`src/include/cpu_cfg.svh`:
```
`ifndef CPU_CFG_SVH
`define CPU_CFG_SVH

// Depth of the unified RAM in 32-bit words
`define RAM_WORDS 256

// Cycles from an accepted request to its hit pulse, at least 1
`define RAM_LATENCY 2

// Byte address of the first instruction fetch
`define RESET_PC 32'h0000_0000

`endif

```
`src/hdl/cpu_types_pkg.sv`:
```
package cpu_types_pkg;

   typedef logic [31:0] word_t;

   typedef enum logic [5:0] {
      OP_RTYPE = 6'h00,
      OP_BEQ   = 6'h04,
      OP_ADDIU = 6'h09,
      OP_LUI   = 6'h0F,
      OP_LW    = 6'h23,
      OP_SW    = 6'h2B,
      OP_HALT  = 6'h3F
   } opcode_t;

   typedef enum logic [5:0] {
      FN_ADDU = 6'h21,
      FN_SUBU = 6'h23,
      FN_AND  = 6'h24,
      FN_OR   = 6'h25,
      FN_SLT  = 6'h2A
   } funct_t;

   typedef enum logic [2:0] {
      ALU_ADD,
      ALU_SUB,
      ALU_AND,
      ALU_OR,
      ALU_SLT,
      ALU_LUI
   } alu_op_t;

   // ~~~~~~~~~~~~~~~~~~~~~~~~~~~~~~~~~~~~~~~
   // Memory port
   // ~~~~~~~~~~~~~~~~~~~~~~~~~~~~~~~~~~~~~~~

   typedef struct packed {
      logic  ren;
      logic  wen;
      word_t addr;
      word_t wdata;
   } mem_req_t;

   typedef struct packed {
      logic  hit;
      word_t rdata;
   } mem_rsp_t;

   // ~~~~~~~~~~~~~~~~~~~~~~~~~~~~~~~~~~~~~~~
   // Stage payloads, all zeros is a bubble
   // ~~~~~~~~~~~~~~~~~~~~~~~~~~~~~~~~~~~~~~~

   typedef struct packed {
      word_t npc;
      word_t instr;
   } if_id_t;

   typedef struct packed {
      logic        regwrite;
      logic        memtoreg;
      logic        dmem_ren;
      logic        dmem_wen;
      logic        branch;
      logic        halt;
      alu_op_t     alu_op;
      logic        use_imm;
      logic [4:0]  dest;
      word_t       rdat1;
      word_t       rdat2;
      word_t       imm;
      word_t       npc;
   } id_ex_t;

   typedef struct packed {
      logic        regwrite;
      logic        memtoreg;
      logic        dmem_ren;
      logic        dmem_wen;
      logic        branch;
      logic        halt;
      word_t       alu_result;
      logic        zero;
      word_t       store_data;
      logic [4:0]  dest;
      word_t       branch_target;
   } ex_mem_t;

   typedef struct packed {
      logic        regwrite;
      logic        memtoreg;
      logic        halt;
      logic [4:0]  dest;
      word_t       alu_result;
      word_t       load_data;
   } mem_wb_t;

endpackage

```
`src/hdl/memory_arbiter.sv`:
```
`timescale 1ns/1ps

module memory_arbiter (
   input  logic                    CLK,
   input  logic                    nRST,
   input  cpu_types_pkg::mem_req_t host_req,
   output cpu_types_pkg::mem_rsp_t host_rsp,
   input  cpu_types_pkg::mem_req_t dreq,
   output cpu_types_pkg::mem_rsp_t drsp,
   input  cpu_types_pkg::mem_req_t ireq,
   output cpu_types_pkg::mem_rsp_t irsp,
   output cpu_types_pkg::mem_req_t ram_req,
   input  cpu_types_pkg::mem_rsp_t ram_rsp,
   input  logic                    ram_busy
);

   typedef enum logic [1:0] {
      OWN_NONE,
      OWN_HOST,
      OWN_DATA,
      OWN_INST
   } owner_t;

   owner_t owner;
   owner_t pick;
   logic   grant;

   // Host first, then data, then instruction fetch
   always_comb begin
      pick = OWN_NONE;
      if (host_req.ren | host_req.wen) begin
         pick = OWN_HOST;
      end else if (dreq.ren | dreq.wen) begin
         pick = OWN_DATA;
      end else if (ireq.ren | ireq.wen) begin
         pick = OWN_INST;
      end
   end

   assign grant = (owner == OWN_NONE) & ~ram_busy;

   // The RAM captures the request in the grant cycle only
   always_comb begin
      ram_req = '0;
      if (grant) begin
         case (pick)
            OWN_HOST: ram_req = host_req;
            OWN_DATA: ram_req = dreq;
            OWN_INST: ram_req = ireq;
            default:  ram_req = '0;
         endcase
      end
   end

   always_ff @(posedge CLK, negedge nRST) begin
      if (!nRST) begin
         owner <= OWN_NONE;
      end else if (ram_rsp.hit) begin
         owner <= OWN_NONE;
      end else if (grant) begin
         owner <= pick;
      end
   end

   always_comb begin
      host_rsp = '0;
      drsp     = '0;
      irsp     = '0;
      case (owner)
         OWN_HOST: host_rsp = ram_rsp;
         OWN_DATA: drsp     = ram_rsp;
         OWN_INST: irsp     = ram_rsp;
         default:  host_rsp = '0;
      endcase
   end

endmodule

```
`config.mk`:
```
export PLATFORM = sky130hd
export DESIGN_NAME = memory_arbiter
export DESIGN_NICKNAME = d
export VERILOG_FILES = /design/src/include/cpu_cfg.svh /design/src/hdl/cpu_types_pkg.sv /design/src/hdl/memory_arbiter.sv
export SDC_FILE = /design/constraint.sdc
export NUM_CORES = 1
export LEC_CHECK = 0
export BUFFER_PORTS_ARGS = -buffer_cell sky130_fd_sc_hd__buf_2
export CAP_MARGIN = 20
export CORE_AREA = 4 4 151 153
export DETAILED_ROUTE_END_ITERATION = 6
export DIE_AREA = 0 0 155 157
export PLACE_DENSITY = 0.34
export REMOVE_ABC_BUFFERS = 1
export SKIP_CTS_REPAIR_TIMING = 1
export SYNTH_ARGS = -nofsm -noshare
export SYNTH_HDL_FRONTEND = slang
export SYNTH_SLANG_ARGS = --single-unit
```
`constraint.sdc`:
```
create_clock -name CLK -period 3 [get_ports CLK]
set_clock_uncertainty 0.2 [all_clocks]
set_input_delay 0.6 -clock CLK [delete_from_list [all_inputs] [get_ports CLK]]
set_output_delay 0.6 -clock CLK [all_outputs]
set_load 0.05 [all_outputs]
```
Word level (Yosys, flattened, before mapping). Index checks and enable logic that the tools add are counted.

Register bits after elaboration: 2. Input port bits: 234. Output and inout port bits: 165. Logic and storage cells: 24.

Equality and inequality tests: 6. Muxes and demuxes: 10. Bitwise gates (word level): 5. Reduce and logical (&&, ||, !) cells: 2.

Operators with widths (count): $pmux W66 S3 (1); $mux W33 (3); $mux W66 (1); $mux W2 (5); $eq A2 B2 Y1 const B (4); $eq A2 B1 Y1 const B (2); $or A1 B1 Y1 (3); $logic_not A2 Y1 (1); $reduce_bool A2 Y1 (1); $and A1 B1 Y1 (1); $not A1 Y1 (1).

Depth between registers and ports, before layout. Gate-level depths: netlist of the first run.

Word-level depth: 7. Mapped depth: 6.

Worst setup path after synthesis of the first run. OpenSTA, ideal clock, no wires.

Path kind: input-to-output. Start point: input host_req[65] (netlist name). End point: output ram_req[0] (netlist name). Arrival: 2.194 ns. Required time: 2.200 ns. Path slack: 0.006 ns. Stages: 5. Path buffers: 1. Cell sequence: or2_1 -> buf_6 -> nor3_4 -> a222oi_1 -> nor2_1.

RTL lines: start: declaration (line memory_arbiter.sv:6) `input cpu_types_pkg::mem_req_t host_req,`; end: declaration (line memory_arbiter.sv:12) `output cpu_types_pkg::mem_req_t ram_req,`.

==> results of run 1 <==
## metrics by stage
step / setup WS [ns] / hold WS, ns / power, uW
2_1_floorplan: -3.25 / 0.104 / 626
3_3_place_gp: 0.0357 / 0.188 / 1030
3_5_place_dp: 0.0249 / 0.191 / 1020
4_1_cts: 0.0268 / -0.0418 / 1230
5_1_grt: 0.00818 / 0.412 / 1290
6_report: 0.0921 / 0.386 / 1220
## layout by cell type (no fill, tap or decap), types with 2 or more instances in the layout
cell type	count
buf_2	392
and2_1	66
a222oi_1	64
nor2_2	60
and3_1	33
buf_4	31
nor2_1	13
buf_12	10
a21oi_1	3
clkbuf_16	3
clkbuf_4	3
nor2b_1	2
dfrtp_1	2
## report_power, final
part | internal [uW] | total [uW] | switching, uW
logic | 331 | 989 | 657
clock network | 170 | 199 | 29.8
registers | 28.9 | 29.8 | 0.851
## routing by layer
metal  wire, um  GRT usage  vias to the layer above
met5          0          0                        -
met4        169     0.0139                        0
met3       1190     0.0135                       14
met2       8520      0.210                      223
met1       6560      0.155                     1868
li1           -          -                     1950
## logic make-up after synthesis
kind of cell           count (synthesis)  synth area share
and+or+nand+nor                      180             0.519
AOI/OAI and AO/OA                     71             0.334
buffers and inverters                 42             0.123
DFF                                    2            0.0236
## final cells by class
| class | count | area [um2] | share of cell area |
|---|---|---|---|
| antenna | 1 | 2.50 | 0.000529 |
| clock buffer | 3 | 75.1 | 0.0159 |
| inverter | 1 | 3.75 | 0.000794 |
| multi-input combinational | 251 | 1820 | 0.385 |
| sequential | 2 | 50.0 | 0.0106 |
| tap | 280 | 350 | 0.0741 |
| timing repair buffer | 437 | 2430 | 0.513 |
## path summary, 6_finish.rpt
check                                             to  cells past startpoint
worst max-delay path                     ram_req[30]                      9
worst min-delay path            owner[1]$_DFFE_PN0P_                      2
worst max register to register  owner[1]$_DFFE_PN0P_                      4
worst min register to register  owner[0]$_DFFE_PN0P_                      3
max in group asynchronous       owner[1]$_DFFE_PN0P_                      2
min in group asynchronous       owner[0]$_DFFE_PN0P_                      2
==> impl_metrics.py, run 1 <==
metrics = {
    "floorplan": {
        "ios": 399,
        "dieArea_um2": 24300,
        "start_util": 0.0985,
        "die_w_um": 155,
        "coreArea_um2": 21600,
        "die_h_um": 157,
        "floorplan.rows": 54,
    },
    "clocking": {
        "cts_root_buffer": "clkbuf_16",
        "clk-insertion-delay-late_ns": 0.22,
        "cts.clk_slew.worst_paths_ns": 0.03,
        "clockBufferDepth": 2,
        "cts_tree": "built",
        "clock-sinks": 2,
        "htree_levels": 1,
        "numCtsBuffers": 3,
    },
    "final_layout": {
        "fillers": 2476,
        "reg_top3": "owner (2)",
        "fin_util": 0.219,
        "fin_nets": 930,
        "fin_area_um2": 4730,
        "regMostFlops": "owner",
        "layout-drive-gt1-share": 0.728,
        "instances_no_fill": 975,
        "area_growth_pct": 123,
        "largest_register_ffs": 2,
    },
    "detailed_routing": {
        "wire_per_inst_um": 16.9,
        "ant_nets": 0,
        "totalWireLength_mm": 16.4,
        "vias_per_cell": 4.16,
        "initialDrtViolationCount": 566,
        "vias": 4055,
        "drt-pass1-iter-count": 7,
        "drc": 0,
    },
    "timing": {
        "period_needed_ns": 2.91,
        "slew_headroom": 0.714,
        "hold_violations": 0,
        "slew_viol_final": 0,
        "worst_pin_slew_ns": 0.418,
        "rsz0062_at_grt": "false",
        "setup_viol": 0,
        "tns_ns": 0,
        "finalCritPeriodShare": 0.969,
        "max_freq_mhz": 344,
    },
    "synth": {
        "synthArstFlopShare": 1.00,
        "ys_types": 22,
        "synth_seq_cells": 2,
        "avgSynthCellArea_um2": 7.20,
        "post-synth-top-count-cell": "and2_1",
        "ys_seq_area_frac": 0.0236,
        "netlist_area_um2": 2120,
        "synth_top_area_share": 0.302,
        "synthTopCellsByArea": "a222oi_1, and2_1, nor2_2, and3_1, buf_6",
        "ys.flop_type": "dfrtp_1",
        "synthTopCellsByCount": "and2_1, a222oi_1, nor2_2, and3_1, clkbuf_1",
        "synth_edf_count": 0,
        "synth_cells": 295,
        "ys.warnings.count": 0,
        "yosysTopAreaCell": "a222oi_1",
    },
    "run_status": {
        "status": "finished clean",
    },
    "global_routing": {
        "grt_pass1_vias": 3819,
        "antenna_found_initial": 2,
        "grt_pass1_wl_mm": 23.1,
        "grt_max_degree": 54,
        "grt.total_usage": 0.117,
        "grt_overflow": 0,
    },
    "placed_design": {
        "dp_hpwl_mm": 14.0,
        "placed_cells": 970,
        "numPortBuffers": 398,
        "place_congestion": 0.778,
        "dpl_cell_area_um2": 4620,
    },
    "setup_path": {
        "critPathKind": "in2out",
        "start_kind": "primary input",
        "cp.arrival_ns": 2.11,
        "end_kind": "output pin",
        "reg2reg_slack_ns": 1.55,
        "cp_cell_sequence": "buf_2 -> buf_4 -> nor2_1 -> nor2_4 -> buf_12 -> buf_4 -> a222oi_1 -> nor2_2 -> buf_2",
        "crit_family": "buffers and inverters",
        "crit_path_start": "dreq[65]",
        "crit_path_max_incr_delay_ns": 0.38,
        "path_max_fanout": 12,
        "slowest_stage": "a222oi_1",
        "cp.required_ns": 2.20,
        "r2r-start": "owner[0]$_DFFE_PN0P_",
        "path_buf_inv": 5,
    },
    "flow_run": {
        "maxCapViolCount": 0,
    },
    "worst_hold_path": {
        "hold_start": "ram_rsp[32]",
        "min_path_type": "in2reg",
    },
    "pwr": {
        "ir_drop_mv": 0.198,
        "p_leak_uw": 0.00288,
        "power_density_nw_per_um2": 258,
    },
}
Note: power is estimated with default switching activity, not from simulation.
==> inputs of run 2 (changes only) <==
--- a/config.mk
+++ b/config.mk
@@ -5,7 +5,7 @@
 export SDC_FILE = /design/constraint.sdc
 export NUM_CORES = 1
 export LEC_CHECK = 0
-export BUFFER_PORTS_ARGS = -buffer_cell sky130_fd_sc_hd__buf_2
+export BUFFER_PORTS_ARGS = -buffer_cell sky130_fd_sc_hd__buf_4
 export CAP_MARGIN = 20
 export CORE_AREA = 4 4 151 153
 export DETAILED_ROUTE_END_ITERATION = 6
==> run 2 against run 1 <==
Clock power about the same. Count of clock-buffer cells in the layout unchanged. Worst hold slack got worse by 0.016 ns. Register-to-register slack about the same. Via count increased by 1.7%. Wire length increased by 13%. Highest routed layer unchanged. Maximum frequency decreased by 0.24%. Critical endpoint is now ram_req[14]. Sequential power about the same.
==> impl_metrics.py, run 2 (synthesized netlist as in run 1, its figures left out) <==
metrics = {
    "floorplan": {
        "floorplan.rows": 54,
        "die_w_um": 155,
        "die_h_um": 157,
        "start_util": 0.0985,
        "coreArea_um2": 21600,
        "ios": 399,
        "dieArea_um2": 24300,
    },
    "clocking": {
        "cts_tree": "built",
        "cts.clk_slew.worst_paths_ns": 0.03,
        "clock-sinks": 2,
        "clk-insertion-delay-late_ns": 0.22,
        "cts_root_buffer": "clkbuf_16",
        "numCtsBuffers": 3,
        "clockBufferDepth": 2,
        "htree_levels": 1,
    },
    "final_layout": {
        "largest_register_ffs": 2,
        "final_cell_mix": "buf_4, and2_1, a222oi_1, nor2_2, and3_1",
        "layout-drive-gt1-share": 0.729,
        "n_antenna_cell": 0,
        "fin_nets": 931,
        "area_growth_pct": 170,
        "reg_top3": "owner (2)",
        "fin_area_um2": 5730,
        "regMostFlops": "owner",
        "layout_commonest_cell": "buf_4",
    },
    "detailed_routing": {
        "vias": 4122,
        "wire_per_inst_um": 19.1,
        "totalWireLength_mm": 18.6,
        "drt-pass1-iter-count": 6,
        "drc": 0,
        "ant_nets": 0,
        "initialDrtViolationCount": 427,
        "vias_per_cell": 4.23,
    },
    "global_routing": {
        "grt_overflow": 0,
        "grt_pass1_vias": 3965,
        "grt_pass1_wl_mm": 25.1,
        "antenna_found_initial": 0,
        "grt_max_degree": 52,
        "grt.total_usage": 0.130,
    },
    "placed_design": {
        "dp_worst_setup_slack_ns": -0.0707,
        "place_congestion": 0.902,
        "dp_hpwl_mm": 15.8,
        "dpl_cell_area_um2": 5640,
        "numPortBuffers": 398,
    },
    "setup_path": {
        "cp.arrival_ns": 2.12,
        "crit_family": "buffers and inverters",
        "cp.required_ns": 2.20,
        "cpMostUsedCell": "buf_4",
        "start_kind": "primary input",
        "reg2reg_slack_ns": 1.55,
        "end_kind": "output pin",
        "reg2reg_to": "owner[1]$_DFFE_PN0P_",
        "path_max_fanout": 51,
        "reg2reg_depth": 4,
        "crit_path_max_incr_delay_ns": 0.37,
        "r2r-start": "owner[0]$_DFFE_PN0P_",
        "critPathKind": "in2out",
        "crit_path_start": "host_req[65]",
        "slowest_stage": "a222oi_1",
        "path_buf_inv": 5,
        "cp.depth": 8,
        "cp_cell_sequence": "buf_4 -> or2_4 -> buf_12 -> buf_12 -> a222oi_1 -> buf_4 -> nor2_2 -> buf_4",
        "cp-endpoint": "ram_req[14]",
    },
    "timing": {
        "slew_headroom": 0.666,
        "rsz0062_at_grt": "false",
        "period_needed_ns": 2.92,
        "slew_viol_final": 0,
        "worst_pin_slew_ns": 0.500,
        "setup_viol": 0,
        "holdWs_ns": 0.370,
        "hold_violations": 0,
        "max_freq_mhz": 343,
        "postLayoutSetupSlackWorst_ns": 0.0850,
        "finalCritPeriodShare": 0.972,
    },
    "pwr": {
        "ir_drop_mv": 0.459,
        "total_power_uw": 1380,
        "power_density_nw_per_um2": 240,
        "p_leak_uw": 0.00310,
    },
    "worst_hold_path": {
        "min_path_type": "in2reg",
    },
    "run_status": {
        "status": "finished clean",
    },
    "flow_run": {
        "maxCapViolCount": 0,
    },
}
==> run 2: cell count changes in the layout (fill, tap and decap cells not counted), sizes merged <==
cell    previous run  this run
buf              433       437
clkbuf             6         3
diode              1         0
==> run 2: final cells by class <==
class	count	area (um2)
Clock buffer	3	75.1
Fill cell	2372	15800
Inverter	1	3.75
Multi-Input combinational cell	251	1820
Sequential cell	2	50.0
Tap cell	280	350
Timing Repair Buffer	438	3430
==> run 2: worst min-delay path by stage <==
stage / start / to / slack [ns] / cells past startpoint
5_1_grt: ram_rsp[32] / owner[1]$_DFFE_PN0P_ / 0.38 / 2
3_3_place_gp: nRST / owner[1]$_DFFE_PN0P_ / 0.18 / 1
2_1_floorplan: nRST / owner[0]$_DFFE_PN0P_ / 0.10 / 0
4_1_cts: nRST / owner[0]$_DFFE_PN0P_ / -0.04 / 1
6_report: ram_rsp[32] / owner[0]$_DFFE_PN0P_ / 0.37 / 2
3_5_place_dp: nRST / owner[1]$_DFFE_PN0P_ / 0.19 / 1
==> run 2: metrics by stage <==
| step | util | cells | setup TNS, ns |
|---|---|---|---|
| 6_report | 0.266 | 975 | 0 |
| 5_1_grt | 0.266 | 975 | 0 |
| 4_1_cts | 0.265 | 974 | -0.0808 |
| 3_5_place_dp | 0.262 | 971 | -0.0707 |
| 3_3_place_gp | 0.262 | 971 | -0.0689 |
| 2_1_floorplan | - | 254 | -191.15 |
==> run 2: worst register-to-register path, delay by kind of cell, from the launching register on <==
kind                   cells  cell delay [ns]
AOI/OAI and AO/OA          1             0.40
DFF                        1             0.36
buffers and inverters      1             0.23
and+or+nand+nor            2             0.19
==> run 2: power breakdown <==
part,switching (uW),internal (uW),total [uW]
Combinational,674,474,1150
Clock,28.8,169,198
Sequential,0.802,28.9,29.7
==> run 2: routing by layer <==
| metal | vias up | routed length [um] | global-route usage |
|---|---|---|---|
| met1 | 1935 | 6870 | 0.155 |
| met4 | 0 | 284 | 0.0189 |
| met2 | 220 | 10200 | 0.252 |
| li1 | 1947 | - | - |
| met5 | - | 0 | 0 |
| met3 | 20 | 1260 | 0.0190 |
