<file path="config.mk">
export PLATFORM = sky130hd
export DESIGN_NAME = pipeline_core
export DESIGN_NICKNAME = d
export VERILOG_FILES = /design/src/hdl/cpu_types_pkg.sv /design/src/hdl/pipe_latch.sv /design/src/hdl/register_file.sv /design/src/hdl/decode_unit.sv /design/src/hdl/alu.sv /design/src/hdl/pipeline_core.sv
export VERILOG_INCLUDE_DIRS = /design/src /design/src/include
export SDC_FILE = /design/constraint.sdc
export NUM_CORES = 2
export LEC_CHECK = 0
export BUFFER_PORTS_ARGS = -buffer_cell sky130_fd_sc_hd__buf_2
export CORE_AREA = 8 8 425 427
export DETAILED_ROUTE_END_ITERATION = 6
export DIE_AREA = 0 0 433 435
export GPL_TIMING_DRIVEN = 0
export PLACE_DENSITY = 0.68
export SLEW_MARGIN = 20
export SYNTH_ARGS = -nofsm -noshare
export SYNTH_HDL_FRONTEND = slang
export SYNTH_SLANG_ARGS = --single-unit
</file>
<file path="constraint.sdc">
create_clock -name CLK -period 4.65 [get_ports CLK]
set_input_delay 0 -clock CLK [delete_from_list [all_inputs] [get_ports CLK]]
set_output_delay 0 -clock CLK [all_outputs]
set_load 0.05 [all_outputs]
</file>
<file path="src/include/cpu_cfg.svh">
`ifndef CPU_CFG_SVH
`define CPU_CFG_SVH

// Depth of the unified RAM in 32-bit words
`define RAM_WORDS 256

// Cycles from an accepted request to its hit pulse, at least 1
`define RAM_LATENCY 2

// Byte address of the first instruction fetch
`define RESET_PC 32'h0000_0000

`endif

</file>
<file path="src/hdl/cpu_types_pkg.sv">
package cpu_types_pkg;

   typedef logic [31:0] word_t;

   typedef enum logic [5:0] {
      OP_RTYPE = 6'h00,
      OP_BEQ   = 6'h04,
      OP_ADDIU = 6'h09,
      OP_LUI   = 6'h0F,
      OP_LW    = 6'h23,
      OP_SW    = 6'h2B,
      OP_HALT  = 6'h3F
   } opcode_t;

   typedef enum logic [5:0] {
      FN_ADDU = 6'h21,
      FN_SUBU = 6'h23,
      FN_AND  = 6'h24,
      FN_OR   = 6'h25,
      FN_SLT  = 6'h2A
   } funct_t;

   typedef enum logic [2:0] {
      ALU_ADD,
      ALU_SUB,
      ALU_AND,
      ALU_OR,
      ALU_SLT,
      ALU_LUI
   } alu_op_t;

   // ~~~~~~~~~~~~~~~~~~~~~~~~~~~~~~~~~~~~~~~
   // Memory port
   // ~~~~~~~~~~~~~~~~~~~~~~~~~~~~~~~~~~~~~~~

   typedef struct packed {
      logic  ren;
      logic  wen;
      word_t addr;
      word_t wdata;
   } mem_req_t;

   typedef struct packed {
      logic  hit;
      word_t rdata;
   } mem_rsp_t;

   // ~~~~~~~~~~~~~~~~~~~~~~~~~~~~~~~~~~~~~~~
   // Stage payloads, all zeros is a bubble
   // ~~~~~~~~~~~~~~~~~~~~~~~~~~~~~~~~~~~~~~~

   typedef struct packed {
      word_t npc;
      word_t instr;
   } if_id_t;

   typedef struct packed {
      logic        regwrite;
      logic        memtoreg;
      logic        dmem_ren;
      logic        dmem_wen;
      logic        branch;
      logic        halt;
      alu_op_t     alu_op;
      logic        use_imm;
      logic [4:0]  dest;
      word_t       rdat1;
      word_t       rdat2;
      word_t       imm;
      word_t       npc;
   } id_ex_t;

   typedef struct packed {
      logic        regwrite;
      logic        memtoreg;
      logic        dmem_ren;
      logic        dmem_wen;
      logic        branch;
      logic        halt;
      word_t       alu_result;
      logic        zero;
      word_t       store_data;
      logic [4:0]  dest;
      word_t       branch_target;
   } ex_mem_t;

   typedef struct packed {
      logic        regwrite;
      logic        memtoreg;
      logic        halt;
      logic [4:0]  dest;
      word_t       alu_result;
      word_t       load_data;
   } mem_wb_t;

endpackage

</file>
<file path="src/hdl/pipe_latch.sv">
`timescale 1ns/1ps

module pipe_latch #(
   parameter type payload_t = logic
) (
   input  logic     CLK,
   input  logic     nRST,
   input  logic     en,
   input  logic     flush,
   input  payload_t d,
   output payload_t q
);

   // A flushed stage becomes a bubble even when the pipeline advances
   always_ff @(posedge CLK, negedge nRST) begin
      if (!nRST) begin
         q <= '0;
      end else if (flush) begin
         q <= '0;
      end else if (en) begin
         q <= d;
      end
   end

endmodule

</file>
<file path="src/hdl/register_file.sv">
`timescale 1ns/1ps

module register_file (
   input  logic                 CLK,
   input  logic                 nRST,
   input  logic                 wen,
   input  logic [4:0]           wsel,
   input  cpu_types_pkg::word_t wdat,
   input  logic [4:0]           rsel1,
   input  logic [4:0]           rsel2,
   output cpu_types_pkg::word_t rdat1,
   output cpu_types_pkg::word_t rdat2
);

   cpu_types_pkg::word_t regs [32];

   always_ff @(posedge CLK, negedge nRST) begin
      if (!nRST) begin
         for (int i = 0; i < 32; i++) begin
            regs[i] <= '0;
         end
      end else if (wen && wsel != 5'd0) begin
         regs[wsel] <= wdat;
      end
   end

   // The value being written is visible in the same cycle
   assign rdat1 = (rsel1 == 5'd0) ? '0 :
                  (wen && wsel == rsel1) ? wdat : regs[rsel1];
   assign rdat2 = (rsel2 == 5'd0) ? '0 :
                  (wen && wsel == rsel2) ? wdat : regs[rsel2];

endmodule

</file>
<file path="src/hdl/decode_unit.sv">
`timescale 1ns/1ps

module decode_unit (
   input  cpu_types_pkg::word_t  instr,
   input  cpu_types_pkg::word_t  npc,
   input  cpu_types_pkg::word_t  rdat1,
   input  cpu_types_pkg::word_t  rdat2,
   output logic [4:0]            rsel1,
   output logic [4:0]            rsel2,
   output cpu_types_pkg::id_ex_t payload
);

   cpu_types_pkg::opcode_t opcode;
   cpu_types_pkg::funct_t  funct;
   logic                   legal;

   assign opcode = cpu_types_pkg::opcode_t'(instr[31:26]);
   assign funct  = cpu_types_pkg::funct_t'(instr[5:0]);
   assign rsel1  = instr[25:21];
   assign rsel2  = instr[20:16];

   always_comb begin
      payload = '0;
      legal   = 1'b1;
      case (opcode)
         cpu_types_pkg::OP_RTYPE: begin
            payload.regwrite = 1'b1;
            payload.dest     = instr[15:11];
            case (funct)
               cpu_types_pkg::FN_ADDU: payload.alu_op = cpu_types_pkg::ALU_ADD;
               cpu_types_pkg::FN_SUBU: payload.alu_op = cpu_types_pkg::ALU_SUB;
               cpu_types_pkg::FN_AND:  payload.alu_op = cpu_types_pkg::ALU_AND;
               cpu_types_pkg::FN_OR:   payload.alu_op = cpu_types_pkg::ALU_OR;
               cpu_types_pkg::FN_SLT:  payload.alu_op = cpu_types_pkg::ALU_SLT;
               default:                legal = 1'b0;
            endcase
         end
         cpu_types_pkg::OP_ADDIU: begin
            payload.regwrite = 1'b1;
            payload.use_imm  = 1'b1;
            payload.dest     = instr[20:16];
         end
         cpu_types_pkg::OP_LUI: begin
            payload.regwrite = 1'b1;
            payload.use_imm  = 1'b1;
            payload.alu_op   = cpu_types_pkg::ALU_LUI;
            payload.dest     = instr[20:16];
         end
         cpu_types_pkg::OP_LW: begin
            payload.regwrite = 1'b1;
            payload.memtoreg = 1'b1;
            payload.dmem_ren = 1'b1;
            payload.use_imm  = 1'b1;
            payload.dest     = instr[20:16];
         end
         cpu_types_pkg::OP_SW: begin
            payload.dmem_wen = 1'b1;
            payload.use_imm  = 1'b1;
         end
         cpu_types_pkg::OP_BEQ: begin
            payload.branch = 1'b1;
            payload.alu_op = cpu_types_pkg::ALU_SUB;
         end
         cpu_types_pkg::OP_HALT: payload.halt = 1'b1;
         default: legal = 1'b0;
      endcase

      // Anything not recognised leaves the stage as a bubble
      if (legal) begin
         payload.rdat1 = rdat1;
         payload.rdat2 = rdat2;
         payload.npc   = npc;
         payload.imm   = (opcode == cpu_types_pkg::OP_LUI) ? {instr[15:0], 16'h0000} :
                         {{16{instr[15]}}, instr[15:0]};
      end else begin
         payload = '0;
      end
   end

endmodule

</file>
<file path="src/hdl/alu.sv">
`timescale 1ns/1ps

module alu (
   input  cpu_types_pkg::alu_op_t op,
   input  cpu_types_pkg::word_t   a,
   input  cpu_types_pkg::word_t   b,
   output cpu_types_pkg::word_t   result,
   output logic                   zero
);

   always_comb begin
      case (op)
         cpu_types_pkg::ALU_ADD: result = a + b;
         cpu_types_pkg::ALU_SUB: result = a - b;
         cpu_types_pkg::ALU_AND: result = a & b;
         cpu_types_pkg::ALU_OR:  result = a | b;
         cpu_types_pkg::ALU_SLT: result = ($signed(a) < $signed(b)) ? 32'd1 : 32'd0;
         // Decode has already moved the immediate into the upper half
         cpu_types_pkg::ALU_LUI: result = b;
         default:                result = '0;
      endcase
   end

   // BEQ subtracts its operands and branches on a zero result
   assign zero = (result == '0);

endmodule

</file>
<file path="src/hdl/pipeline_core.sv">
`timescale 1ns/1ps
`include "cpu_cfg.svh"

module pipeline_core (
   input  logic                    CLK,
   input  logic                    nRST,
   input  logic                    run,
   output cpu_types_pkg::mem_req_t ireq,
   input  cpu_types_pkg::mem_rsp_t irsp,
   output cpu_types_pkg::mem_req_t dreq,
   input  cpu_types_pkg::mem_rsp_t drsp,
   output logic                    halt
);

   cpu_types_pkg::word_t    pc;
   cpu_types_pkg::word_t    fb_instr;
   logic                    fb_valid;
   logic                    halt_r;
   logic                    stop;
   logic                    mem_needs;
   logic                    adv;
   logic                    taken;
   logic                    flush;
   cpu_types_pkg::if_id_t   if_id_d, if_id_q;
   cpu_types_pkg::id_ex_t   id_ex_d, id_ex_q;
   cpu_types_pkg::ex_mem_t  ex_mem_d, ex_mem_q;
   cpu_types_pkg::mem_wb_t  mem_wb_d, mem_wb_q;
   logic [4:0]              rsel1, rsel2;
   cpu_types_pkg::word_t    rdat1, rdat2;
   cpu_types_pkg::word_t    alu_b, alu_result, wdat;
   logic                    alu_zero;

   // ~~~~~~~~~~~~~~~~~~~~~~~~~~~~~~~~~~~~~~~
   // Stall, advance and branch redirect
   // ~~~~~~~~~~~~~~~~~~~~~~~~~~~~~~~~~~~~~~~

   assign stop      = halt_r | mem_wb_q.halt;
   assign mem_needs = ex_mem_q.dmem_ren | ex_mem_q.dmem_wen;
   assign adv       = fb_valid & (~mem_needs | drsp.hit);
   assign taken     = ex_mem_q.branch & ex_mem_q.zero;
   assign flush     = adv & taken;

   // Fetch only with an empty buffer, so no fetch is in flight during a stall
   assign ireq.ren   = run & ~stop & ~fb_valid;
   assign ireq.wen   = 1'b0;
   assign ireq.addr  = pc;
   assign ireq.wdata = '0;

   // Data access waits for the fetch buffer so its hit always advances
   assign dreq.ren   = ex_mem_q.dmem_ren & fb_valid;
   assign dreq.wen   = ex_mem_q.dmem_wen & fb_valid;
   assign dreq.addr  = ex_mem_q.alu_result;
   assign dreq.wdata = ex_mem_q.store_data;

   always_ff @(posedge CLK, negedge nRST) begin
      if (!nRST) begin
         pc       <= `RESET_PC;
         fb_valid <= 1'b0;
         halt_r   <= 1'b0;
      end else begin
         halt_r <= halt_r | mem_wb_q.halt;
         if (adv) begin
            pc       <= taken ? ex_mem_q.branch_target : pc + 32'd4;
            fb_valid <= 1'b0;
         end else if (irsp.hit && !stop) begin
            fb_valid <= 1'b1;
         end
      end
   end

   always_ff @(posedge CLK) begin
      if (irsp.hit) begin
         fb_instr <= irsp.rdata;
      end
   end

   assign halt = halt_r;

   // ~~~~~~~~~~~~~~~~~~~~~~~~~~~~~~~~~~~~~~~
   // Stages
   // ~~~~~~~~~~~~~~~~~~~~~~~~~~~~~~~~~~~~~~~

   assign if_id_d.npc   = pc + 32'd4;
   assign if_id_d.instr = fb_instr;

   pipe_latch #(.payload_t(cpu_types_pkg::if_id_t)) if_id_latch (
      .CLK, .nRST, .en(adv), .flush(flush), .d(if_id_d), .q(if_id_q)
   );

   decode_unit decoder (
      .instr(if_id_q.instr), .npc(if_id_q.npc), .rdat1(rdat1), .rdat2(rdat2),
      .rsel1(rsel1), .rsel2(rsel2), .payload(id_ex_d)
   );

   register_file regs (
      .CLK, .nRST, .wen(mem_wb_q.regwrite), .wsel(mem_wb_q.dest), .wdat(wdat),
      .rsel1(rsel1), .rsel2(rsel2), .rdat1(rdat1), .rdat2(rdat2)
   );

   pipe_latch #(.payload_t(cpu_types_pkg::id_ex_t)) id_ex_latch (
      .CLK, .nRST, .en(adv), .flush(flush), .d(id_ex_d), .q(id_ex_q)
   );

   assign alu_b = id_ex_q.use_imm ? id_ex_q.imm : id_ex_q.rdat2;

   alu exec_alu (
      .op(id_ex_q.alu_op), .a(id_ex_q.rdat1), .b(alu_b), .result(alu_result), .zero(alu_zero)
   );

   assign ex_mem_d.regwrite      = id_ex_q.regwrite;
   assign ex_mem_d.memtoreg      = id_ex_q.memtoreg;
   assign ex_mem_d.dmem_ren      = id_ex_q.dmem_ren;
   assign ex_mem_d.dmem_wen      = id_ex_q.dmem_wen;
   assign ex_mem_d.branch        = id_ex_q.branch;
   assign ex_mem_d.halt          = id_ex_q.halt;
   assign ex_mem_d.alu_result    = alu_result;
   assign ex_mem_d.zero          = alu_zero;
   assign ex_mem_d.store_data    = id_ex_q.rdat2;
   assign ex_mem_d.dest          = id_ex_q.dest;
   assign ex_mem_d.branch_target = id_ex_q.npc + (id_ex_q.imm << 2);

   pipe_latch #(.payload_t(cpu_types_pkg::ex_mem_t)) ex_mem_latch (
      .CLK, .nRST, .en(adv), .flush(flush), .d(ex_mem_d), .q(ex_mem_q)
   );

   assign mem_wb_d.regwrite   = ex_mem_q.regwrite;
   assign mem_wb_d.memtoreg   = ex_mem_q.memtoreg;
   assign mem_wb_d.halt       = ex_mem_q.halt;
   assign mem_wb_d.dest       = ex_mem_q.dest;
   assign mem_wb_d.alu_result = ex_mem_q.alu_result;
   assign mem_wb_d.load_data  = drsp.rdata;

   // The branch itself retires, so this stage is never flushed
   pipe_latch #(.payload_t(cpu_types_pkg::mem_wb_t)) mem_wb_latch (
      .CLK, .nRST, .en(adv), .flush(1'b0), .d(mem_wb_d), .q(mem_wb_q)
   );

   assign wdat = mem_wb_q.memtoreg ? mem_wb_q.load_data : mem_wb_q.alu_result;

endmodule

</file>
**Word-level counts from Yosys, hierarchy flattened**

Cells that the tools add are included.
W data, S select, Z words.

- $add $sub $neg: 4
- Multiplexer cells: 40
- Eq/ne operators: 18
- Reductions and logical operators: 19
- Order comparisons: 5
- Bitwise logic cells: 18

Operators by type and width:

| cell | count |
|---|---|
| $bwmux W1024 | 1 |
| $mux W32 | 12 |
| $bmux W32 S5 | 2 |
| $mux W143 | 2 |
| $mux W108 | 2 |
| $pmux W32 S6 | 1 |
| $demux W32 S5 | 1 |
| $mux W128 | 1 |
| $mux W64 | 2 |
| $add A32 B32 Y32 | 2 |
| $eq A6 B6 Y1 const B | 8 |
| $add A32 B3 Y32 const B | 1 |
| $and A32 B32 Y32 | 1 |
| $logic_not A32 Y1 | 1 |
| $lt A32 B32 Y1 | 1 |
| $or A32 B32 Y32 | 1 |
| $sub A32 B32 Y32 | 1 |
| $mux W31 | 1 |
| $ge A6 B6 Y1 const B | 3 |
| $not A5 Y6 | 3 |
| $mux W15 | 1 |
| $eq A6 B4 Y1 const B | 2 |
| $pmux W3 S4 | 1 |
| $eq A5 B5 Y1 | 2 |
| other kinds (24) | 51 |

- Output and inout port bits: 133
- Flip-flop bits (word level): 1477
- Bits of input ports: 69

**Depth between registers and ports, before layout**

- Word-level depth: 9
- Depth in mapped cells: 18
- Mapped depth without buffers: 16

**Modules after synthesis**

Synthesis repeated with hierarchy kept, for this count alone.

- Cell total of the unflattened synthesis: 6818
- Area total of the unflattened synthesis: 83365.0 um^2

By module, submodules not included:

| module | seq. area each (um^2) | instances | area each (um^2) | cells an instance |
|---|---|---|---|---|
| register_file | 25624.6 | 1 | 54826.3 | 3815 |
| pipeline_core | 1811.7 | 1 | 5828.1 | 651 |
| pipe_latch at id_ex_latch | 3578.4 | 1 | 5793.1 | 461 |
| alu | 0.0 | 1 | 5630.4 | 866 |
| pipe_latch at ex_mem_latch | 2702.6 | 1 | 4347.9 | 348 |
| pipe_latch at mem_wb_latch | 1801.7 | 1 | 2940.3 | 232 |
| pipe_latch at if_id_latch | 1601.5 | 1 | 2611.3 | 206 |
| decode_unit | 0.0 | 1 | 1387.6 | 239 |

**Worst setup path before layout**

No wires, ideal clock.

- Path kind: flip-flop to flip-flop
- From: register id_ex_latch.q[133] (netlist name)
- To: register ex_mem_latch.q[69] (netlist name)
- Stages on the path, launching flop included: 18
- Slack: 0.270 ns
- Clock period less this slack: 4.380 ns
- Data required time: 4.583 ns
- Data arrival time: 4.314 ns
- Path through: dfrtp_1 -> clkbuf_1 -> clkbuf_1 -> buf_1 -> mux2i_1 -> ha_1 -> clkbuf_1 -> a21oi_1 -> o31ai_1 -> a2111oi_0 -> a21boi_1 -> o41ai_1 -> a311o_1 -> o21ai_2 -> xnor2_2 -> o211ai_1 -> a2111oi_0 -> a41o_1

- Longest elaborated chain between the ends: 7

Ends and longest elaborated chain:

| element | RTL line | text |
|---|---|---|
| start, declared | pipe_latch.sv:11 | `output payload_t q` |
| start signal, assigned | pipe_latch.sv:17 | `q <= '0;` |
| start signal, assigned | pipe_latch.sv:19 | `q <= '0;` |
| start signal, assigned | pipe_latch.sv:21 | `q <= d;` |
| $mux W32 * | pipeline_core.sv:104 | `assign alu_b = id_ex_q.use_imm ? id_ex_q.imm : id_ex_q.rdat2;` |
| $lt A32 B32 Y1 | alu.sv:17 | `cpu_types_pkg::ALU_SLT: result = ($signed(a) < $signed(b)) ? 32'd1 : 32'd0;` |
| $mux W1 | alu.sv:17 |  |
| $pmux W32 S6 * | alu.sv:12 | `case (op)` |
| $logic_not A32 Y1 * | alu.sv:25 | `assign zero = (result == '0);` |
| $mux W108 * | pipe_latch.sv:20 | `end else if (en) begin` |
| $mux W108 * | pipe_latch.sv:18 | `end else if (flush) begin` |
| end signal, assigned | pipe_latch.sv:17 |  |
| end signal, assigned | pipe_latch.sv:19 |  |
| end signal, assigned | pipe_latch.sv:21 |  |
| end, declared | pipe_latch.sv:11 |  |

Mark *: on every way between the ends. The rest lies on a longest branch, timed or not. The select of a mux whose other input is x is not followed.
A chain may end at the register's enable or synchronous reset.

**Worst setup path in the final report**

Same ends and word-level chain as after synthesis.

==> impl_table.tex <==
\begin{tabular}{lr}
\hline
Metric & Value \\
\hline
\multicolumn{2}{l}{\textbf{Cells and area}} \\
Layout area overhead & 15.05\% \\
Final nets & 8,080 \\
Ratio of cells with drive above 1 in the final layout & 17.42\% \\
Most frequent standard cell in the layout excluding fill and tap cells & dfrtp\_1 \\
Commonest non-fill, non-tap cells in the layout & dfrtp\_1, nand2\_1, o21ai\_0 \\
Finished Cell Area & 0.08938 mm² \\
\multicolumn{2}{l}{\textbf{Floorplan}} \\
Starting density of the core & 44.84\% \\
Std-Cell Rows & 153 \\
Area of the die & 0.1884 mm² \\
Die Height & 435 µm \\
Area of the core region & 0.1732 mm² \\
Number of top-level pins & 202 \\
Die W & 433 µm \\
\multicolumn{2}{l}{\textbf{Place}} \\
Standard cell area after detailed placement & 0.08222 mm² \\
DP Wirelength & 242,300 µm \\
Final estimated routing congestion in global placement & 0.9911 \\
Setup WS pre-CTS & -1778 ps \\
Port-buffer cells & 168 \\
\multicolumn{2}{l}{\textbf{Synthesis}} \\
Flops \& latches, synth & 1,475 \\
Sequential share of the synthesized area & 47.72\% \\
Gate count of the mapped netlist & 7,353 \\
Combined area of all synthesized cells & 0.07769 mm² \\
Main flop type after synthesis & dfrtp\_1 \\
Share of the synthesized area in the top cell type & 46.48\% \\
Synth warnings & 0 \\
Proportion of synthesized flip-flops having asynchronous set or reset & 97.83\% \\
Synthesized area per cell & 10.57 µm² \\
Multiplexer fraction of the synthesized cell area & 19.59\% \\
Fraction of the mapped netlist area in simple logic gates & 11.37\% \\
Combinational family with the most area after synthesis & multiplexers \\
Compound-Gate Fraction of Synth Area & 13.27\% \\
Post-synthesis cell type count & 91 \\
Synth top area cells & dfrtp\_1, mux4\_2, nand2\_1, o21ai\_0, a21oi\_1 \\
Cell taking the most area after synthesis & dfrtp\_1 \\
Adder-cell area share of the yosys netlist & 2.235\% \\
Number of enable-type register cells in the synthesized netlist & 32 \\
Synth Area in XOR/XNOR & 1.036\% \\
\multicolumn{2}{l}{\textbf{Setup path}} \\
Signal arrival time at the worst endpoint & 5570 ps \\
Cell occurring most often along the worst timing path & a21oi\_1 \\
Highest fanout seen on the critical path & 10 \\
CP Data Required Time & 5420 ps \\
Type of the worst setup path & flip-flop to flip-flop \\
Cell with the largest stage delay on the worst path & o31ai\_1 \\
Kind of start point of the critical path & flip-flop \\
Cell breakdown of the critical path & clkbuf\_8 > buf\_4 > mux2i\_1 > ha\_1 > buf\_2 > inv\_1 > a21oi\_1 > o31ai\_1 > a21oi\_1 > o211a\_1 > o21a\_1 > o21bai\_1 > o2bb2ai\_1 > nand4\_1 > nor4\_4 > a41o\_1 \\
Peak per-stage delay on the critical path & 570 ps \\
CP Capture Type & flip-flop \\
\multicolumn{2}{l}{\textbf{STA}} \\
Max Clock Skew & 47.83 ps \\
Sum of negative setup slack & -653.0 ps \\
Minimum clock period & 4802 ps \\
Final clock period utilization by the worst path & 103.3\% \\
Worst slew pin tran & 1275 ps \\
Setup repair after global routing missed its margin & yes \\
Crit path setup slack, layout & -152.0 ps \\
Final-report setup violation count & 14 \\
Final hold vios & 0 \\
Relative slew slack & 12.58\% \\
Final-report max-slew violation count & 0 \\
Upper clock frequency limit & 0.2082 GHz \\
\multicolumn{2}{l}{\textbf{Global route}} \\
Total routing usage reported by global routing & 32.75\% \\
Via count of the first global-routing pass & 64,103 \\
Overflow left after global routing & 0 \\
Antenna violations before repair & 16 \\
First-pass GRT wire length & 451,800 µm \\
Pin count of the biggest net entering global routing & 139 \\
\multicolumn{2}{l}{\textbf{Routing}} \\
Number of vias in the routed layout & 65,522 \\
DRT met1 WL & 113,100 µm \\
Number of nets still failing antenna checks after routing & 0 \\
Met2 layer wire length in the routed design & 135,700 µm \\
Mean number of vias per cell & 6.344 \\
Uppermost routed layer & met5 \\
Met3 Wirelength & 38,740 µm \\
Number of DRC violations after detailed-routing iteration 0 & 9,209 \\
Routed length per placed instance & 30.55 µm \\
Remaining routing DRC violations & 5 \\
Count of TritonRoute iterations in the first routing pass & 7 \\
Wire length reported by the detailed router & 315,500 µm \\
\multicolumn{2}{l}{\textbf{Clock network}} \\
Clock tree from TritonCTS & yes \\
Clock buffer count from CTS & 162 \\
Root Driver & clkbuf\_16 \\
Worst-Skew Late Latency & 840 ps \\
Register clock-pin slew on the reported worst setup and hold paths & 70 ps \\
Maximum level of the CTS H-tree & 4 \\
CTS sink count & 1,475 \\
CTS max path bufs & 3 \\
\multicolumn{2}{l}{\textbf{Pwr}} \\
Power density relative to cell area & 497.0 mW/mm² \\
Worst vdd rail ir drop & 0.4895 mV \\
Static Leakage & 39.16 nW \\
\multicolumn{2}{l}{\textbf{Hold path}} \\
Class of the tightest hold or removal check & primary input to flip-flop \\
\multicolumn{2}{l}{\textbf{Status}} \\
Result of the run & finished with violations \\
Violated checks & design-rule violations, negative setup slack \\
\multicolumn{2}{l}{\textbf{Run}} \\
Number of maximum-capacitance violations & 0 \\
\hline
\end{tabular}
==> cell usage after synthesis, drive strengths merged, types with 6 or more instances <==
cell type,instances
nor3,36
nor3b,9
a211oi,25
and3,21
a2111oi,7
a22oi,35
mux2i,123
nor2,654
nand3,144
ha,134
mux4,586
a21o,27
buf,188
nor4,19
edfxtp,32
dfrtp,1443
and2,11
nand3b,7
a22o,74
nor2b,14
a221oi,21
o211ai,48
nand2b,40
o31ai,20
nand4,13
xnor2,59
o221ai,12
nand2,1183
or2,8
o21a,6
a31oi,18
o21ai,785
a21oi,648
clkbuf,580
o21bai,19
o22ai,21
mux2,70
xor2,32
inv,114
==> through the flow <==
stage          util (%)  power [mW]  hold WS [ps]  instances
5_1_grt           51.57       45.25         171.1      10317
3_3_place_gp      47.08       29.92         178.7       9878
4_1_cts           51.49       43.79         144.1      10316
6_report          51.59       44.42         187.9      10328
3_5_place_dp      47.46       30.30         29.92       9900
2_1_floorplan         -       23.19        -295.6       7385
==> what timing repair did <==
item                                    in CTS  in global routing
pin swaps                                    6                  5
endpoints found under the setup margin      35                 38
endpoints found under the hold margin      451                  0
gates resized for setup                     44                 51
setup buffers                                4                  0
cloned                                       0                  0
hold buffers                               131                  0
==> logic make-up (layout without fill, tap and decap cells) <==
family,Yosys count,after routing
AOI/OAI and AO/OA,1815,1815
xor gates and xnor gates,91,91
adders and majority gates,137,137
buffers and inverters,883,1490
DFF,1475,1475
muxes,779,779
other,1,44
and+or+nand+nor,2172,2172
==> power breakdown <==
part	internal, mW	switching, mW
Combinational	4.56	11.4
Sequential	13.7	1.25
Clock	7.82	5.68
==> layout make-up <==
class | instances | area (µm²)
repair buffers | 326 | 2749
diodes | 11 | 27.53
multi-input cells | 5027 | 37350
fillers | 15258 | 83870
plain buffers | 767 | 3382
clock buffers | 229 | 4736
clock inverters | 53 | 721.9
well taps | 2325 | 2909
inverters | 115 | 431.7
flip-flops and latches | 1475 | 37070
==> sequential cells by signal (all words and copies together), names as in the netlist <==
register	count
fb_instr	32
if_id_latch.q	64
regs.regs	1024
fb_valid	1
ex_mem_latch.q	107
halt	1
mem_wb_latch.q	72
pc	32
id_ex_latch.q	142
==> worst paths after layout <==
check                                          startpoint                              to  slack [ps]  cells after the start
max in group asynchronous                            nRST      regs.regs[701]$_DFFE_PN0P_        2410                      6
hold reg to reg            ex_mem_latch.q[55]$_DFFE_PN0P_  ex_mem_latch.q[55]$_DFFE_PN0P_         460                      2
hold / removal                                   drsp[28]  mem_wb_latch.q[28]$_DFFE_PN0P_         190                      4
setup / recovery           id_ex_latch.q[133]$_DFFE_PN0P_  ex_mem_latch.q[69]$_DFFE_PN0P_        -150                     16
setup reg to reg           id_ex_latch.q[133]$_DFFE_PN0P_  ex_mem_latch.q[69]$_DFFE_PN0P_        -150                     16
min in group asynchronous                            nRST  id_ex_latch.q[104]$_DFFE_PN0P_         410                      4
==> critical path, delay by kind of cell (launching register included) <==
family,cells,cell delay (ps)
compound gates,8,2120
flops,1,410
buf+inv,4,880
mux,1,330
fa+ha+maj,1,360
simple gates,2,610
==> metal layers <==
layer	global-route usage (%)	vias up
met2	48.07	4361
met3	11.41	1025
met4	22.31	8
met1	40.67	32956
li1	-	27172
met5	0.2561	-
(Power assumes the default switching activity.)
